### src/hdl/phs_avg_pkg.sv
`default_nettype none

// widths, host register map and bundled signals of the phase averager
package phs_avg_pkg;

	// data word width of the I/Q samples
	localparam int dwi = 17;
	// gain word width
	localparam int dwj = 16;
	// host register address width
	localparam int gain_addr_w = 2;

	// gain register map
	localparam logic [gain_addr_w-1:0] addr_kx_re = 0;
	localparam logic [gain_addr_w-1:0] addr_kx_im = 1;
	localparam logic [gain_addr_w-1:0] addr_ky_re = 2;
	localparam logic [gain_addr_w-1:0] addr_ky_im = 3;

	// one complex baseband sample
	typedef struct packed {
		logic signed [dwi-1:0] re;
		logic signed [dwi-1:0] im;
	} cplx_t;

	// gain word currently selected for each channel
	typedef struct packed {
		logic signed [dwj-1:0] kx;
		logic signed [dwj-1:0] ky;
	} gain_pair_t;

	// single host write, we qualifies the cycle
	typedef struct packed {
		logic we;
		logic [gain_addr_w-1:0] addr;
		logic signed [dwj-1:0] data;
	} cfg_wr_t;

	// interleaved word, real part when iq is high
	typedef struct packed {
		logic iq;
		logic signed [dwi-1:0] x;
		logic signed [dwi-1:0] y;
	} iq_word_t;

endpackage

`default_nettype wire

### src/hdl/iq_interleave.sv
`default_nettype none
`timescale 1ns/1ps

// splits one forward/reverse sample pair into two interleaved words
// real parts go out first with iq high, then imaginary parts with iq low
// idle cycles carry zeros so the integrator downstream stays put
module iq_interleave (
	input  wire                        clk,
	input  wire                        reset,
	input  wire                        sample_stb,
	input  wire phs_avg_pkg::cplx_t    fwd,
	input  wire phs_avg_pkg::cplx_t    rev,
	output phs_avg_pkg::iq_word_t      word
);

	// captured pair, held while both words go out
	phs_avg_pkg::cplx_t fwd_q;
	phs_avg_pkg::cplx_t rev_q;

	// countdown over the two output phases
	// 2 means real word next, 1 means imaginary word next, 0 is idle
	logic [1:0] phase;

	// strobe only taken while idle
	logic accept;

	// anything arriving during the two output phases is dropped
	assign accept = sample_stb && (phase == 2'd0);

	// sample capture, no reset needed on payload
	always_ff @(posedge clk) begin
		if (accept) begin
			fwd_q <= fwd;
			rev_q <= rev;
		end
	end

	always_ff @(posedge clk) begin
		if (reset) begin
			phase <= 2'd0;
		end else if (accept) begin
			phase <= 2'd2;
		end else if (phase != 2'd0) begin
			phase <= phase - 2'd1;
		end
	end

	// output word register
	// real word lands one edge after acceptance, imaginary one edge later
	always_ff @(posedge clk) begin
		if (reset) begin
			word <= '0;
		end else begin
			case (phase)
				2'd2: begin
					word.iq <= 1'b1;
					word.x <= fwd_q.re;
					word.y <= rev_q.re;
				end
				2'd1: begin
					word.iq <= 1'b0;
					word.x <= fwd_q.im;
					word.y <= rev_q.im;
				end
				default: begin
					// zero fill, iq low
					word <= '0;
				end
			endcase
		end
	end

endmodule

`default_nettype wire

### src/hdl/phs_avg.sv
`default_nettype none
`timescale 1ns/1ps

// phase error averager
// each interleaved word is multiplied by the gain looked up one cycle
// earlier, so the real word meets the gains selected while iq was low
// and the imaginary word meets the gains selected while iq was high
// both channels are summed, smoothed by a [1,1] filter and integrated
// latency is four edges from the data word to the first change of z
module phs_avg (
	input  wire                                 clk,
	input  wire                                 reset,
	input  wire phs_avg_pkg::iq_word_t          word,
	output logic                                gain_sel,
	input  wire phs_avg_pkg::gain_pair_t        gains,
	output logic signed [phs_avg_pkg::dwi+7:0]  sum_filt,
	output logic signed [phs_avg_pkg::dwi+1:0]  z
);

	// data words as signed multiplier operands
	logic signed [phs_avg_pkg::dwi-1:0] x_word;
	logic signed [phs_avg_pkg::dwi-1:0] y_word;

	// gains held for one cycle
	logic signed [phs_avg_pkg::dwj-1:0] kx_d = '0;
	logic signed [phs_avg_pkg::dwj-1:0] ky_d = '0;

	// full precision products
	logic signed [phs_avg_pkg::dwi+phs_avg_pkg::dwj-1:0] prod_x = '0;
	logic signed [phs_avg_pkg::dwi+phs_avg_pkg::dwj-1:0] prod_y = '0;

	// products with the redundant sign bit and low bits dropped
	logic signed [phs_avg_pkg::dwi+5:0] prod_x_tr;
	logic signed [phs_avg_pkg::dwi+5:0] prod_y_tr;

	// channel sum and its one cycle delayed copy
	logic signed [phs_avg_pkg::dwi+6:0] sum = '0;
	logic signed [phs_avg_pkg::dwi+6:0] sum_d = '0;

	// filter output
	logic signed [phs_avg_pkg::dwi+7:0] sum_f = '0;

	// accumulated phase error
	logic signed [phs_avg_pkg::dwi+7:0] intg;

	// gain lookup follows the iq flag of the current word
	assign gain_sel = word.iq;

	assign x_word = word.x;
	assign y_word = word.y;

	// gain delay and multiply stage
	always_ff @(posedge clk) begin
		kx_d <= gains.kx;
		ky_d <= gains.ky;
		prod_x <= x_word * kx_d;
		prod_y <= y_word * ky_d;
	end

	// keep bits dwi+dwj-2 down to dwi-8
	assign prod_x_tr = prod_x[phs_avg_pkg::dwi+phs_avg_pkg::dwj-2:phs_avg_pkg::dwi-8];
	assign prod_y_tr = prod_y[phs_avg_pkg::dwi+phs_avg_pkg::dwj-2:phs_avg_pkg::dwi-8];

	// channel sum and two tap filter
	always_ff @(posedge clk) begin
		sum <= prod_x_tr + prod_y_tr;
		sum_d <= sum;
		// taps [1, 1]
		sum_f <= sum + sum_d;
	end

	// integrator adds half the filtered value, arithmetic shift floors
	always_ff @(posedge clk) begin
		if (reset) begin
			intg <= '0;
		end else begin
			intg <= intg + (sum_f >>> 1);
		end
	end

	assign sum_filt = sum_f;

	// drop the top guard bit and the five lowest bits
	assign z = intg[phs_avg_pkg::dwi+6:5];

endmodule

`default_nettype wire

### src/hdl/phs_avg_top.sv
`default_nettype none
`timescale 1ns/1ps

// phase averager subsystem
// interleaver feeds the averager, the gain block answers its iq lookup
module phs_avg_top (
	input  wire                                clk,
	input  wire                                reset,
	input  wire phs_avg_pkg::cfg_wr_t          cfg,
	output wire signed [phs_avg_pkg::dwj-1:0]  cfg_rdata,
	input  wire                                sample_stb,
	input  wire phs_avg_pkg::cplx_t            fwd,
	input  wire phs_avg_pkg::cplx_t            rev,
	output wire signed [phs_avg_pkg::dwi+1:0]  z,
	output wire signed [phs_avg_pkg::dwi+7:0]  sum_filt
);

	// interleaved forward/reverse words
	wire phs_avg_pkg::iq_word_t word;

	// gain lookup request and reply
	wire gain_sel;
	wire phs_avg_pkg::gain_pair_t gains;

	iq_interleave iq_interleave_inst (
		.clk        (clk),
		.reset      (reset),
		.sample_stb (sample_stb),
		.fwd        (fwd),
		.rev        (rev),
		.word       (word)
	);

	phs_avg phs_avg_inst (
		.clk      (clk),
		.reset    (reset),
		.word     (word),
		.gain_sel (gain_sel),
		.gains    (gains),
		.sum_filt (sum_filt),
		.z        (z)
	);

	// register block steered by the averager's iq flag
	phs_gain_regs phs_gain_regs_inst (
		.clk       (clk),
		.reset     (reset),
		.cfg       (cfg),
		.cfg_rdata (cfg_rdata),
		.gain_sel  (gain_sel),
		.gains     (gains)
	);

endmodule

`default_nettype wire

### src/hdl/phs_gain_regs.sv
`default_nettype none
`timescale 1ns/1ps

// host written complex gains for the forward and reverse channels
// lookup by iq flag and host readback are both combinational
module phs_gain_regs (
	input  wire                                 clk,
	input  wire                                 reset,
	input  wire phs_avg_pkg::cfg_wr_t           cfg,
	output logic signed [phs_avg_pkg::dwj-1:0]  cfg_rdata,
	input  wire                                 gain_sel,
	output phs_avg_pkg::gain_pair_t             gains
);

	// forward channel gain
	logic signed [phs_avg_pkg::dwj-1:0] kx_re;
	logic signed [phs_avg_pkg::dwj-1:0] kx_im;
	// reverse channel gain
	logic signed [phs_avg_pkg::dwj-1:0] ky_re;
	logic signed [phs_avg_pkg::dwj-1:0] ky_im;

	// write by address, visible right after the write edge
	always_ff @(posedge clk) begin
		if (reset) begin
			kx_re <= '0;
			kx_im <= '0;
			ky_re <= '0;
			ky_im <= '0;
		end else if (cfg.we) begin
			case (cfg.addr)
				phs_avg_pkg::addr_kx_re: kx_re <= cfg.data;
				phs_avg_pkg::addr_kx_im: kx_im <= cfg.data;
				phs_avg_pkg::addr_ky_re: ky_re <= cfg.data;
				phs_avg_pkg::addr_ky_im: ky_im <= cfg.data;
			endcase
		end
	end

	// host readback of the addressed register
	always_comb begin
		cfg_rdata = '0;
		case (cfg.addr)
			phs_avg_pkg::addr_kx_re: cfg_rdata = kx_re;
			phs_avg_pkg::addr_kx_im: cfg_rdata = kx_im;
			phs_avg_pkg::addr_ky_re: cfg_rdata = ky_re;
			phs_avg_pkg::addr_ky_im: cfg_rdata = ky_im;
			default: cfg_rdata = '0;
		endcase
	end

	// per channel selection
	// gain_sel high picks the imaginary gains, low the real gains
	always_comb begin
		if (gain_sel) begin
			gains.kx = kx_im;
			gains.ky = ky_im;
		end else begin
			gains.kx = kx_re;
			gains.ky = ky_re;
		end
	end

endmodule

`default_nettype wire

### config.mk
export PLATFORM = sky130hd
export DESIGN_NAME = phs_avg_top
export DESIGN_NICKNAME = d
export VERILOG_FILES = /design/src/hdl/phs_avg_pkg.sv /design/src/hdl/iq_interleave.sv /design/src/hdl/phs_avg.sv /design/src/hdl/phs_avg_top.sv /design/src/hdl/phs_gain_regs.sv
export SDC_FILE = /design/constraint.sdc
export NUM_CORES = 2
export LEC_CHECK = 0
export BUFFER_PORTS_ARGS = -buffer_cell sky130_fd_sc_hd__buf_2
export CAP_MARGIN = 15
export CORE_MARGIN = 10
export CORE_UTILIZATION = 55
export CTS_CLUSTER_DIAMETER = 60
export DETAILED_ROUTE_END_ITERATION = 10
export PLACE_DENSITY = 0.75
export RECOVER_POWER = 50
export SLEW_MARGIN = 20
export SYNTH_ARGS = -nofsm -noshare
export SYNTH_HDL_FRONTEND = slang
export SYNTH_SLANG_ARGS = --single-unit
### constraint.sdc
create_clock -name clk -period 6 [get_ports clk]
set_input_delay 1.2 -clock clk [delete_from_list [all_inputs] [get_ports clk]]
set_output_delay 1.2 -clock clk [all_outputs]
set_load 0.02 [all_outputs]
==> results.toml <==
[placement]
io_buffers = 149
dp_hpwl_um = 61400
routabilityCongestion = 0.915
dp_slack_ns = -0.0863

[logic_synthesis]
ys_warn_count = 0
synth-seq-cells = 344
synth_edf_count = 68
synth.cell_area_sq_mm = 0.0324
ys_top_cells_by_area = "fa_1 33%, dfxtp_1 17%, ha_1 9.0%"
async_reset_ff_share_pct = 0
yosys.cell_types.count = 67
synth_top_area_share_pct = 33.4
syn_nets = 4155
synthCells = 3291
synth_flop_cell = "dfxtp_1"
synth_area_per_cell_sq_um = 9.85
yosysSeqAreaShare_pct = 23.3
yosysTopAreaCell = "fa_1"

[critical_path]
slowest_stage = "fa_1"
setup.worst_path.class = "reg -> reg"
cp_top_family = "adder cells"
worstSetupStartpointType = "flip-flop"
cp_cell_sequence = "buf_4 > nand2_1 > fa_1 > inv_1 > fa_1 > fa_1 > fa_1 > fa_1 > inv_1 > fa_1 > inv_1 > ha_1 > a21o_1 > a21oi_2 > o21ai_1 > a21o_1 > a31o_4 > a32oi_4 > a21oi_4 > nor4_2 > a311oi_1"
worst-path-max-fanout = 12
cp.buffers_inverters = 4
crit_path_end_kind = "flip-flop"
cpMostUsedCell = "fa_1"
cpPeakStageDelay_ns = 0.59
crit_arrival_ns = 6.30
cp.required_ns = 6.39

[grt]
antenna_found_initial = 5
grt-ovfl-total = 0
grt_pass1_vias = 23600
grt_pass1_wl_um = 122000
track_usage_pct = 21.5
grt_max_degree = 69

[timing]
max_freq_mhz = 169
period_share_pct = 98.5
fin_ws_ns = 0.0896
skew_ns = 0.0220
hold_viol_final = 0
timing.final.crit_period_ns = 5.91
relSlewSlack_pct = -121
setup_viol = 0
slew_viol_final = 134
worst-slew-pin-transition_ns = 3.32
fin_hold_ws_ns = 0.354

[floorplan]
row_count = 88
fp.dieW_um = 263
core-area_sq_mm = 0.0580
chipHeight_um = 263
initial_core_util_pct = 55.9
dieArea_sq_mm = 0.0691
pin_count = 150

[clock_network]
cts_tree = "built"
numCtsBuffers = 35
clkSinkCount = 344
cts-htree-levels = 2
cts.root.buffer_cell = "clkbuf_16"
cts_hold_buffers = 0
clk_latency_ns = 0.53
clk_pin_slew_worst_paths_ns = 0.06
cts.path.max_buffers = 3

[cells_and_area]
multi_input_area_sq_mm = 0.0222
fillers = 4597
num-nets-final = 4380
synthToLayoutAreaGrowth_pct = 12.7
drive_gt1_share_pct = 14.1
regArea_sq_mm = 0.00765

[detailed_routing]
final_antenna_net_count = 0
firstDrtPassIters = 5
vias = 22400
drt_iter0_drc = 1639
routedWlPerCell_um = 17.3
drt-total-wl_um = 74700
drcViolationCount = 0
viasPerCell = 5.20

[power]
p_per_area_mw_per_mm2 = 216
ir_worst_vdd_v = 0.000321
p_leak_nw = 18.2

[run_status]
status = "finished with violations"
violations = "max-capacitance violations, max-slew violations"

[job]
drv_cap = 3

[worst_hold_path]
worstHoldPathType = "reg -> reg"
[cell usage in the layout, fill, tap and decap left out, types with 37 or more instances in the layout]
| cell type | count |
|---|---|
| xnor2_1 | 88 |
| a21oi_1 | 124 |
| ha_1 | 228 |
| nor2_1 | 134 |
| dfxtp_1 | 237 |
| nand2_1 | 425 |
| inv_1 | 615 |
| edfxtp_1 | 68 |
| buf_2 | 144 |
| fa_1 | 529 |
| and2_1 | 243 |
| buf_4 | 157 |
| clkbuf_16 | 37 |
[final timing paths]
kind	start	end	slack, ns	cells after the start
setup reg to reg	phs_avg_inst.kx_d[12]$_DFF_P_	phs_avg_inst.prod_x[31]$_DFF_P_	0.09	21
hold reg to reg	phs_avg_inst.sum[16]$_DFF_P_	phs_avg_inst.sum_d[16]$_DFF_P_	0.35	0
hold / removal	phs_avg_inst.sum[16]$_DFF_P_	phs_avg_inst.sum_d[16]$_DFF_P_	0.35	0
setup / recovery	phs_avg_inst.kx_d[12]$_DFF_P_	phs_avg_inst.prod_x[31]$_DFF_P_	0.09	21
[area by class of cell]
type	instances	share of cell area, %
tap	765	2.62
clock inverter	12	0.493
sequential	344	20.9
timing repair buffer	321	5.93
antenna	2	0.0137
multi-input combinational	2193	60.8
clock buffer	52	2.85
inverter	621	6.39
[worst register-to-register path: stages, from the launching register on]
cell and delay (ns):
dfxtp_1 0.45, buf_4 0.24, nand2_1 0.09, fa_1 0.48, inv_1 0.05, fa_1 0.51
fa_1 0.59, fa_1 0.46, fa_1 0.49, inv_1 0.05, fa_1 0.47, inv_1 0.04
ha_1 0.30, a21o_1 0.18, a21oi_2 0.15, o21ai_1 0.08, a21o_1 0.20, a31o_4 0.22
a32oi_4 0.28, a21oi_4 0.11, nor4_2 0.24, a311oi_1 0.08
[state kept, by name, indices dropped and copies added, names as in the netlist]
register                  cells
iq_interleave_inst.phase      2
phs_gain_regs_inst.kx_re     16
phs_avg_inst.prod_x          23
iq_interleave_inst.rev_q     34
phs_gain_regs_inst.ky_im     16
phs_avg_inst.kx_d            16
phs_avg_inst.ky_d            16
phs_avg_inst.intg            24
phs_avg_inst.prod_y          23
phs_avg_inst.sum             24
phs_gain_regs_inst.kx_im     16
iq_interleave_inst.fwd_q     34
iq_interleave_inst.word      35
phs_gain_regs_inst.ky_re     16
phs_avg_inst.sum_d           24
phs_avg_inst.sum_filt        25
[report_power, final]
part | internal, W | switching (W) | total (W)
clock network | 0.00138 | 0.000884 | 0.00227
logic | 0.00103 | 0.00144 | 0.00247
registers | 0.00286 | 0.000295 | 0.00316
total | 0.00527 | 0.00262 | 0.00789
[stage by stage]
step	utilization (%)	setup TNS [ns]	cells	cell area, sq um	power (W)
CTS	62.4	0	4303	36200	0.00792
detailed placement	60.3	-0.360	4239	35000	0.00564
global placement	60.3	0	4239	35000	0.00557
finish	63.0	0	4310	36600	0.00789
global route	63.0	-0.175	4308	36500	0.00837
floorplan	-	0	3291	32400	0.00490
[what timing repair did]
action                                  in CTS  in global routing
pin swaps                                    0                 40
endpoints found under the setup margin      12                 18
buffers inserted                             0                  6
gates resized for setup                     14                 97
[Yosys cell counts, types with 34 or more instances]
| master | count |
|---|---|
| nand2_1 | 426 |
| a21o_1 | 34 |
| xnor2_1 | 88 |
| a22oi_1 | 34 |
| dfxtp_1 | 276 |
| clkbuf_1 | 106 |
| ha_1 | 233 |
| edfxtp_1 | 68 |
| and2_1 | 245 |
| a21oi_1 | 131 |
| fa_1 | 541 |
| inv_1 | 621 |
| nor2_1 | 134 |
[logic make-up (layout without fill, tap and decap cells)]
kind of cell | count (synthesis) | after routing | share of synthesized area (%)
other | 0 | 2 | 0
multiplexers | 49 | 49 | 2.26
flip-flops | 344 | 344 | 23.3
XOR/XNOR | 118 | 118 | 3.19
AO/OA/AOI/OAI | 324 | 324 | 6.39
AND/OR/NAND/NOR | 928 | 928 | 13.5
buffers and inverters | 754 | 1006 | 8.95
adder cells (fa/ha/maj) | 774 | 774 | 42.4
[routing by layer]
layer	wire length, um	track usage, %	vias to the layer above
met5	48	0	-
met4	1670	4.96	8
met3	7830	7.35	108
met2	32300	32.7	879
met1	32800	29.1	10900
li1	-	-	10600
(Power assumes the default switching activity.)
